<file path="src/source/mipsExPkg.sv">
package mipsExPkg;

    // ============================================================
    // ALU operation codes
    // ============================================================

    // Immediate trap forms share the register codes since the
    // immediate is already placed on srcB by decode.
    typedef enum logic [7:0] {
        OpNop   = 8'h00,
        OpAnd   = 8'h01,
        OpOr    = 8'h02,
        OpNor   = 8'h03,
        OpXor   = 8'h04,
        OpAdd   = 8'h10,
        OpAddu  = 8'h11,
        OpSub   = 8'h12,
        OpSubu  = 8'h13,
        OpSlt   = 8'h18,
        OpSltu  = 8'h19,
        OpSllv  = 8'h20,
        OpSrlv  = 8'h21,
        OpSrav  = 8'h22,
        OpSll   = 8'h23,
        OpSrl   = 8'h24,
        OpSra   = 8'h25,
        OpLui   = 8'h28,
        OpMfhi  = 8'h30,
        OpMflo  = 8'h31,
        OpMthi  = 8'h32,
        OpMtlo  = 8'h33,
        OpClo   = 8'h38,
        OpClz   = 8'h39,
        OpMovn  = 8'h3a,
        OpMovz  = 8'h3b,
        OpMul   = 8'h40,
        OpMult  = 8'h41,
        OpMultu = 8'h42,
        OpTeq   = 8'h50,
        OpTge   = 8'h51,
        OpTgeu  = 8'h52,
        OpTlt   = 8'h53,
        OpTltu  = 8'h54,
        OpTne   = 8'h55
    } aluOpT;

    // ============================================================
    // Stage request and result
    // ============================================================

    typedef struct packed {
        logic        valid;
        aluOpT       op;
        logic [31:0] srcA;
        logic [31:0] srcB;
        logic [4:0]  sa;    // Shift amount for SLL, SRL and SRA.
    } exReqT;

    typedef struct packed {
        logic [31:0] value;
        logic        overflow;
        logic        trap;
    } exResT;

    // Ops that go through the iterative multiplier.
    function automatic logic isMulOp(aluOpT op);
        return op inside {OpMul, OpMult, OpMultu};
    endfunction

endpackage
</file>
<file path="src/source/aluCore.sv">
`timescale 1ns/10ps

module aluCore import mipsExPkg::*; (
    input  exReqT       req,
    input  logic [63:0] mulProd,
    input  logic [63:0] hiLo,
    output exResT       res
);

    // Counts how many bits from the MSB down match bitVal before the first mismatch.
    function automatic logic [31:0] leadCount(logic [31:0] x, logic bitVal);
        logic [31:0] cnt;
        logic        stop;
        cnt  = '0;
        stop = 1'b0;
        for (int i = 31; i >= 0; i--) begin
            if (!stop && x[i] == bitVal) begin
                cnt = cnt + 32'd1;
            end else begin
                stop = 1'b1;
            end
        end
        return cnt;
    endfunction

    logic [31:0] a;
    logic [31:0] b;
    logic [31:0] sum;
    logic [31:0] diff;
    logic [31:0] value;
    logic        overflow;
    logic        trap;

    assign a    = req.srcA;
    assign b    = req.srcB;
    assign sum  = a + b;
    assign diff = a - b;

    // ============================================================
    // Result and overflow
    // ============================================================

    always_comb begin
        overflow = 1'b0;
        case (req.op)
            OpAnd:  value = a & b;
            OpOr:   value = a | b;
            OpNor:  value = ~(a | b);
            OpXor:  value = a ^ b;

            OpAdd: begin
                value    = sum;
                overflow = (a[31] == b[31]) && (sum[31] != a[31]); // Like signs, new sign.
            end
            OpAddu: value = sum;
            OpSub: begin
                value    = diff;
                overflow = (a[31] != b[31]) && (diff[31] != a[31]);
            end
            OpSubu: value = diff;

            OpSlt:  value = {31'b0, $signed(a) < $signed(b)};
            OpSltu: value = {31'b0, a < b};

            // Variable shifts take the amount from the low bits of srcA.
            OpSllv: value = b << a[4:0];
            OpSrlv: value = b >> a[4:0];
            OpSrav: value = $signed(b) >>> a[4:0];
            OpSll:  value = b << req.sa;
            OpSrl:  value = b >> req.sa;
            OpSra:  value = $signed(b) >>> req.sa;

            OpLui:  value = {b[15:0], 16'b0};

            OpMfhi: value = hiLo[63:32];
            OpMflo: value = hiLo[31:0];

            OpClo:  value = leadCount(a, 1'b1);
            OpClz:  value = leadCount(a, 1'b0);

            OpMovn: value = (|b) ? a : 32'b0;
            OpMovz: value = (|b) ? 32'b0 : a;

            OpMul:  value = mulProd[31:0];  // Low word of the signed product.

            OpTeq, OpTge, OpTgeu, OpTlt, OpTltu, OpTne: begin
                value = 32'b0;
            end

            OpNop:  value = a;

            // MULT, MULTU, MTHI and MTLO only touch HI/LO.
            default: value = 32'b0;
        endcase
    end

    // ============================================================
    // Trap conditions
    // ============================================================

    always_comb begin
        case (req.op)
            OpTeq:   trap = a == b;
            OpTge:   trap = $signed(a) >= $signed(b);
            OpTgeu:  trap = a >= b;
            OpTlt:   trap = $signed(a) < $signed(b);
            OpTltu:  trap = a < b;
            OpTne:   trap = a != b;
            default: trap = 1'b0;
        endcase
    end

    // An empty slot reports nothing at all.
    always_comb begin
        res = '0;
        if (req.valid) begin
            res.value    = value;
            res.overflow = overflow;
            res.trap     = trap;
        end
    end

endmodule

</file>
<file path="src/source/exStage.sv">
`timescale 1ns/10ps

module exStage import mipsExPkg::*; #(
    parameter int MulBitsPerCycle = 4
) (
    input  logic  clk,
    input  logic  rstN,
    input  exReqT req,
    output exResT res,
    output logic  stall
);

    logic        mulReq;
    logic        mulBusy;
    logic        mulDone;
    logic        retire;
    logic [63:0] product;
    logic [63:0] hiLo;

    // ============================================================
    // Stall and retire
    // ============================================================

    // Busy covers the working cycles and ~done the request cycle before the
    // multiplier has started. Upstream holds req while this is high.
    assign mulReq = req.valid && isMulOp(req.op);
    assign stall  = mulReq && (mulBusy || !mulDone);
    assign retire = req.valid && !stall;

    // ============================================================
    // Blocks
    // ============================================================

    aluCore aluCore_i (
        .req     (req),
        .mulProd (product),
        .hiLo    (hiLo),
        .res     (res)
    );

    iterMultiplier #(
        .MulBitsPerCycle (MulBitsPerCycle)
    ) iterMultiplier_i (
        .clk     (clk),
        .rstN    (rstN),
        .req     (req),
        .advance (retire),
        .busy    (mulBusy),
        .done    (mulDone),
        .product (product)
    );

    // MULT, MULTU, MTHI and MTLO land here on the retire edge.
    hiLoReg hiLoReg_i (
        .clk     (clk),
        .rstN    (rstN),
        .req     (req),
        .retire  (retire),
        .product (product),
        .hiLo    (hiLo)
    );

endmodule

</file>
<file path="src/source/hiLoReg.sv">
`timescale 1ns/10ps

module hiLoReg import mipsExPkg::*; (
    input  logic        clk,
    input  logic        rstN,
    input  exReqT       req,
    input  logic        retire,
    input  logic [63:0] product,
    output logic [63:0] hiLo
);

    logic [31:0] hi;
    logic [31:0] lo;
    logic        mulWr;
    logic        hiWe;
    logic        loWe;
    logic [31:0] hiNext;
    logic [31:0] loNext;

    // Write-port selection.
    assign mulWr  = retire && (req.op == OpMult || req.op == OpMultu);
    assign hiWe   = mulWr || (retire && req.op == OpMthi);
    assign loWe   = mulWr || (retire && req.op == OpMtlo);
    assign hiNext = mulWr ? product[63:32] : req.srcA;
    assign loNext = mulWr ? product[31:0]  : req.srcA;

    always_ff @(posedge clk) begin
        if (!rstN) begin
            hi <= 32'b0;
            lo <= 32'b0;
        end else begin
            if (hiWe) begin
                hi <= hiNext;
            end
            if (loWe) begin
                lo <= loNext;
            end
        end
    end

    assign hiLo = {hi, lo};

endmodule

</file>
<file path="src/source/iterMultiplier.sv">
`timescale 1ns/10ps

module iterMultiplier import mipsExPkg::*; #(
    parameter int MulBitsPerCycle = 4
) (
    input  logic        clk,
    input  logic        rstN,
    input  exReqT       req,
    input  logic        advance,
    output logic        busy,
    output logic        done,
    output logic [63:0] product
);

    localparam int Steps = 32 / MulBitsPerCycle;
    localparam int CntW  = $clog2(Steps);

    logic            signedOp;
    logic            start;
    logic [31:0]     magA;
    logic [31:0]     magB;
    logic            negIn;
    logic [31:0]     mcand;
    logic [31:0]     mplier;
    logic            negRes;
    logic [63:0]     acc;
    logic [CntW-1:0] count;
    logic [31:0]     stepMcand;
    logic [31:0]     stepMplier;
    logic [63:0]     stepAcc;
    logic [63:0]     stepSum;
    logic [CntW-1:0] stepCount;
    logic            stepNeg;
    logic            lastStep;

    assign signedOp = req.op != OpMultu;  // MUL and MULT are signed.
    assign start    = req.valid && isMulOp(req.op) && !busy && !done;

    // Work on magnitudes and restore the sign after the last step.
    assign magA  = (signedOp && req.srcA[31]) ? -req.srcA : req.srcA;
    assign magB  = (signedOp && req.srcB[31]) ? -req.srcB : req.srcB;
    assign negIn = signedOp && (req.srcA[31] ^ req.srcB[31]);

    // The first step runs straight from the request so the op fits in Steps cycles.
    assign stepMcand  = busy ? mcand  : magA;
    assign stepMplier = busy ? mplier : magB;
    assign stepAcc    = busy ? acc    : 64'b0;
    assign stepCount  = busy ? count  : '0;
    assign stepNeg    = busy ? negRes : negIn;
    assign lastStep   = stepCount == CntW'(Steps - 1);

    always_comb begin
        stepSum = stepAcc;
        for (int i = 0; i < MulBitsPerCycle; i++) begin
            if (stepMplier[i]) begin
                stepSum = stepSum
                        + ({32'b0, stepMcand} << (int'(stepCount) * MulBitsPerCycle + i));
            end
        end
    end

    always_ff @(posedge clk) begin
        if (!rstN) begin
            busy  <= 1'b0;
            done  <= 1'b0;
            count <= '0;
        end else if (start || busy) begin
            count <= stepCount + 1'b1;
            busy  <= !lastStep;
            done  <= lastStep;
        end else if (done && advance) begin
            done <= 1'b0;  // Product consumed by the retiring op.
        end
    end

    always_ff @(posedge clk) begin
        if (start || busy) begin
            mplier <= stepMplier >> MulBitsPerCycle;
            acc    <= (lastStep && stepNeg) ? -stepSum : stepSum;
            if (start) begin
                mcand  <= magA;
                negRes <= negIn;
            end
        end
    end

    assign product = acc;

endmodule

</file>
<file path="config.mk">
export PLATFORM = sky130hd
export DESIGN_NAME = exStage
export DESIGN_NICKNAME = d
export VERILOG_FILES = /design/src/source/mipsExPkg.sv /design/src/source/aluCore.sv /design/src/source/exStage.sv /design/src/source/hiLoReg.sv /design/src/source/iterMultiplier.sv
export SDC_FILE = /design/constraint.sdc
export NUM_CORES = 2
export LEC_CHECK = 0
export ABC_AREA = 1
export BUFFER_PORTS_ARGS = -buffer_cell sky130_fd_sc_hd__buf_2
export CAP_MARGIN = 20
export CORE_MARGIN = 8
export CORE_UTILIZATION = 30
export DETAILED_ROUTE_END_ITERATION = 10
export PLACE_DENSITY = 0.45
export SYNTH_ARGS = -nofsm -noshare
export SYNTH_HDL_FRONTEND = slang
export SYNTH_HIERARCHICAL = 1
export SYNTH_SLANG_ARGS = --single-unit
</file>
<file path="constraint.sdc">
create_clock -name clk -period 27.2 [get_ports clk]
set_clock_uncertainty 0.15 [all_clocks]
set_input_delay 5.44 -clock clk [delete_from_list [all_inputs] [get_ports clk]]
set_output_delay 5.44 -clock clk [all_outputs]
set_load 0.01 [all_outputs]
</file>
; Word level (Yosys, flattened, before mapping)
; Index checks and enable logic that the tools add are counted.
[classes]
n_addsub = 75
order_cmp = 4
eq_ne = 42
shift = 10
mux = 272
bitwise_logic = 36
reduce_logical = 155
[op_table]
columns = cell, count
row1 = 32-bit 2-to-1 mux, 131
row2 = "32-bit by 1-bit adder with 32-bit output, second input constant", 62
row3 = 32-bit one-hot mux with 23 select lines, 1
row4 = 64-bit 2-to-1 mux, 6
row5 = 64-bit adder, 4
row6 = 32-bit by 32-bit left shift with 64-bit output, 3
row7 = 1-bit 2-to-1 mux, 129
row8 = "8-bit by 6-bit equality test with 1-bit output, second input constant", 15
row9 = 1-bit logical AND, 77
row10 = "8-bit by 7-bit equality test with 1-bit output, second input constant", 9
row11 = 1-bit logical NOT, 66
row12 = 32-bit >= comparator, 2
row13 = 32-bit less-than comparator, 2
row14 = 32-bit negation, 2
row15 = 64-bit negation, 1
row16 = 32-bit by 5-bit left shift with 32-bit output, 2
row17 = 32-bit by 5-bit left shift with 64-bit output, 1
row18 = 32-bit by 5-bit right shift with 32-bit output, 2
row19 = 32-bit by 5-bit >>> shifter with 32-bit output, 2
row20 = "8-bit by 5-bit equality test with 1-bit output, second input constant", 6
row21 = 34-bit 2-to-1 mux, 1
row22 = 32-bit adder, 1
row23 = 32-bit bitwise AND, 1
row24 = 32-bit equality test, 1
row25 = other kinds (28), 67
[word_totals]
register_bits = 194
word_cells = 604

; Logic depth before layout (Yosys ltp)
[logic_depth]
ltp_word = 127
mapped_depth = 108

; Hierarchy
; Netlist, hierarchy kept.
[by_module_without_submodules]
columns = mod, n_inst, cells_per_inst, area_per_inst_um2, seq_area_each_um2
row1 = iterMultiplier, 1, 4916, 28038.1, 3853.7
row2 = aluCore, 1, 3590, 18063.6, 0.0
row3 = hiLoReg, 1, 556, 3614.7, 1281.2
row4 = exStage, 1, 14, 66.3, 0.0

; Worst setup path after synthesis
; Ideal clock, no wire load.
[synth_path]
kind = in2out
startpoint = in req[68] in the netlist's numbering
endpoint = out res[10] in the netlist's numbering
arrival_ps = 21384
required_ps = 21610
setup_slack_ps = 226
cell_stages = 108
n_path_buf = 1
path_cell_list = buf_4 > inv_1 > a21oi_1 > ha_1 > nor2_1 > nor2_1 > ha_1 > o21ai_0 > inv_1 > ha_1 > nand2_1 > o21ai_0 > ha_1 > inv_1 > o21ai_0 > ha_1 > nand2_1 > nand2_1 > [72 not listed] > nand2_1 > o21ai_0 > ha_1 > nand2_1 > nand2_1 > ha_1 > inv_1 > nor2_1 > nand2_1 > nor2_1 > nand3_1 > nor2_1 > nand3_1 > nor2_1 > nor2_1 > nor2_1 > nor2_1 > nor2_1
[synth_rtl]
columns = element, line_no
row1 = "start, declared", exStage.sv:8  ; input exReqT req,
row2 = "end, declared", exStage.sv:9  ; output exResT res,

==> run_results.csv <==
group,metric,value,unit
status,status,"finished, final reports clean",
route,drc,0,
yosys,synth_compound_area_share,21.1,%
die,core,165000,um^2
yosys,synthCells,9076,
global_routing,antenna_found_initial,6,
critical_path,startpoint_type,"input pin",
cts,h-tree-depth,4,
final_layout,stdcell_count,11500,
yosys,synth_warnings,6,
yosys,synth_area_leaders,"nand2_1, ha_1, inv_1, o21ai_0, nor2_1",
yosys,synth-xor-area-share,3.36,%
critical_path,worstRegToRegCells,71,
critical_path,end_kind,"primary output",
yosys,yosys.area_share.simple,42.3,%
die,die_y,423,um
die,dieWidth,423,um
route,routedWlPerCell,26.2,um
route,viasPerCell,5.47,
sta,fin_setup_tns,0,ns
power,p_leak,27.3,nW
worst_hold_path,hold_path_class,"reg2reg",
global_routing,grt_pass1_vias,60500,
die,initial_core_util,30.2,%
critical_path,cpMostUsedCell,"ha_1",
die,die_area,179000,um^2
sta,clock.fmax,0.0378,GHz
yosys,synth_cell_types,76,
cts,clock_path_buffers,2,
final_layout,nets,9739,
place,io_buffers,114,
final_layout,area_growth_syn_to_layout,11.6,%
critical_path,crit_arrival,20.86,ns
power,vdd_ir_drop_max,0.0413,mV
sta,finalCriticalPeriod,26.45,ns
critical_path,timing.critical_path.slowest_cell_delay,0.30,ns
global_routing,grt_util_met2,56.1,%
global_routing,gr-usage-all-layers,31.6,%
yosys,synth-seq-cells,194,
place,gp_congestion,1.01,
cts,clkTransAtPathRegs,0.08,ns
route,vias,62700,
sta,holdWs,0.383,ns
final_layout,fill_cells,19000,
critical_path,slowest_stage,"ha_1",
cts,ctsHoldBuffers,0,
yosys,yosysTopAreaCell,"nand2_1",
yosys,netlist_area,49800,um^2
global_routing,busiest_layer,"met2",
sta,timing.final.crit_share,97.3,%
critical_path,r2r-start,"iterMultiplier_i/busy$_SDFFE_PN0N_",
critical_path,cp_top_family,"adder cells",
yosys,synth_edf_count,125,
yosys,synthArstFlopShare,0,%
critical_path,path_class,"in2out",
critical_path,crit_start,"req[68]",
critical_path,crit_buf_inv,25,
yosys,syn_avg_cell_area,5.49,um^2
yosys,synth_fa_ha_area_share,10.2,%
critical_path,r2r_slack,11.34,ns
route,wirelength,300,mm
worst_hold_path,worstHoldPathCells,2,
yosys,yosys-mux-area-fraction,0.543,%
die,rows,149,
sta,drv_slew,0,
global_routing,grt_pass1_wl,420,mm
route,ant_nets,0,
die,io_pins,115,
route,drtIter0Drc,5179,
yosys,synth_top_family_by_area,"simple AND/OR/NAND/NOR gates",
yosys,syn_nets,9558,
place,dp.cells,11400,
sta,relSlewSlack,20.8,%
critical_path,critical_path_required,21.61,ns
cts,cts_buffers,17,
worst_hold_path,min_from,"iterMultiplier_i/mplier[24]$_SDFFCE_PP0N_",
power,power.density,33.5,nW/um^2
job,maxCapViolCount,0,
yosys,ys_seq_area_share,10.3,%
global_routing,met3_usage,3.57,%
cts,cts_tree,"built",
global_routing,grt_max_degree,76,
place,dp_hpwl,251,mm
route,drt-pass1-iter-count,6,
sta,worst_slew_pin_slew,1.18,ns
critical_path,r2r_end,"iterMultiplier_i/product[62]$_DFFE_PN_",
sta,finalHoldViolCount,0,
sta,setup_viol,0,
cts,cts_root_buf,"clkbuf_16",
cts,cts.sinks,194,
worst_hold_path,hold_path_end,"iterMultiplier_i/mplier[20]$_DFFE_PN_",
global_routing,met1_usage,35.2,%
final_layout,drive_gt1_share,9.76,%
cts,clk_latency,0.54,ns
global_routing,grt_overflow,0,
yosys,synthFlopType,"edfxtp_1",
critical_path,cp_max_fo,3,
yosys,synth_top_area_share,18.7,%
==> layout by cell type (no fill, tap or decap), types with 74 or more instances in the layout <==
cell type  Yosys  final
buf_4         12    296
a21oi_1      594    591
xnor2_1       78     78
buf_2         16    112
edfxtp_1     125    125
nand2_2       52     78
nand2_1     2484   2455
nand4_1       91     91
nor2_1      1025   1011
nor3_1       101     97
o21ai_0      771    750
a31oi_1       75     74
xor2_1       109    109
inv_1       1225   1210
nand3_1      766    760
ha_1         396    373
==> synthesized netlist by cell type, types with 49 or more instances <==
cell      number
nor2_1      1025
xnor2_1       78
inv_2         57
inv_1       1225
ha_1         396
dfxtp_1       69
nand2_1     2484
o21ai_1       49
edfxtp_1     125
o21ai_0      771
a31oi_1       75
nand3b_1      73
nand2_2       52
nand3_1      766
xor2_1       109
nand4_1       91
a21oi_1      594
nor3_1       101
nor4_1        49
or2_2         68
clkbuf_1     182
==> power breakdown <==
group	internal (mW)	switching (mW)	total [mW]	leakage, nW
combinational	0.348	0.896	1.24	25.4
sequential	0.325	0.00309	0.329	1.69
clock	0.137	0.156	0.293	0.303
total	0.810	1.05	1.86	27.3
==> cell type report <==
class / instances / area [um^2] / area share (%)
clock inverter: 14 / 156 / 0.281
timing repair buffer: 421 / 2890 / 5.20
sequential: 194 / 5140 / 9.25
multi-input combinational: 7322 / 39300 / 70.7
clock buffer: 18 / 450 / 0.811
inverter: 1301 / 4910 / 8.83
antenna: 5 / 12.5 / 0.0225
tap: 2189 / 2740 / 4.93
==> metal layers <==
layer / wire length (um) / vias up / part of all wire [%]
met5: 10 / - / 0.0033
met4: 25800 / 2 / 8.6
met3: 14600 / 646 / 4.9
met2: 144000 / 2195 / 48
met1: 115000 / 29400 / 38
li1: - / 30400 / -
==> registers in the layout, indices dropped and copies added, names as in the netlist <==
| name | flops |
|---|---|
| iterMultiplier_i/mcand | 32 |
| hiLoReg_i/lo | 32 |
| iterMultiplier_i/product | 64 |
| iterMultiplier_i/done | 1 |
| hiLoReg_i/hi | 32 |
| iterMultiplier_i/count | 3 |
| iterMultiplier_i/busy | 1 |
| iterMultiplier_i/mplier | 28 |
| iterMultiplier_i/negRes | 1 |
==> worst max-delay path by stage <==
stage / to / slack [ns] / cells after the start
after floorplan: res[10] / 0.23 / 108
after global placement: res[10] / -1.02 / 105
after detailed placement: res[10] / -1.24 / 105
after CTS: res[10] / 0.009 / 105
after global routing: res[10] / -0.14 / 116
final: res[10] / 0.75 / 116
==> tightest hold or removal path, stage by stage (launching register included) <==
cell and delay [ns]:
edfxtp_1 0.33, nand2_1 0.04, o21ai_0 0.06
==> what timing repair did <==
action | in CTS | in global routing
buffers inserted | 25 | 18
pin swaps | 35 | 74
endpoints found under the setup margin | 8 | 8
gates resized for setup | 54 | 81
==> kinds of logic (layout without fill, tap and decap cells) <==
logic type | Yosys count | in the layout
AO/OA/AOI/OAI | 1856 | 1856
XOR/XNOR | 189 | 189
adder cells (fa/ha/maj) | 402 | 402
buffers and inverters | 1560 | 1754
flip-flops | 194 | 194
multiplexers | 27 | 27
other | 0 | 5
AND/OR/NAND/NOR | 4848 | 4848
==> through the flow <==
stage	setup slack (ns)	area, um^2	utilization (%)	power, mW
floorplan	0.226	49800	-	1.08
global placement	-1.02	54000	32.8	1.53
detailed placement	-1.24	54000	32.8	1.54
CTS	0.00924	55000	33.4	1.84
global route	-0.141	55600	33.7	1.98
finish	0.746	55600	33.7	1.86
Power figures use the tool's default switching activity.
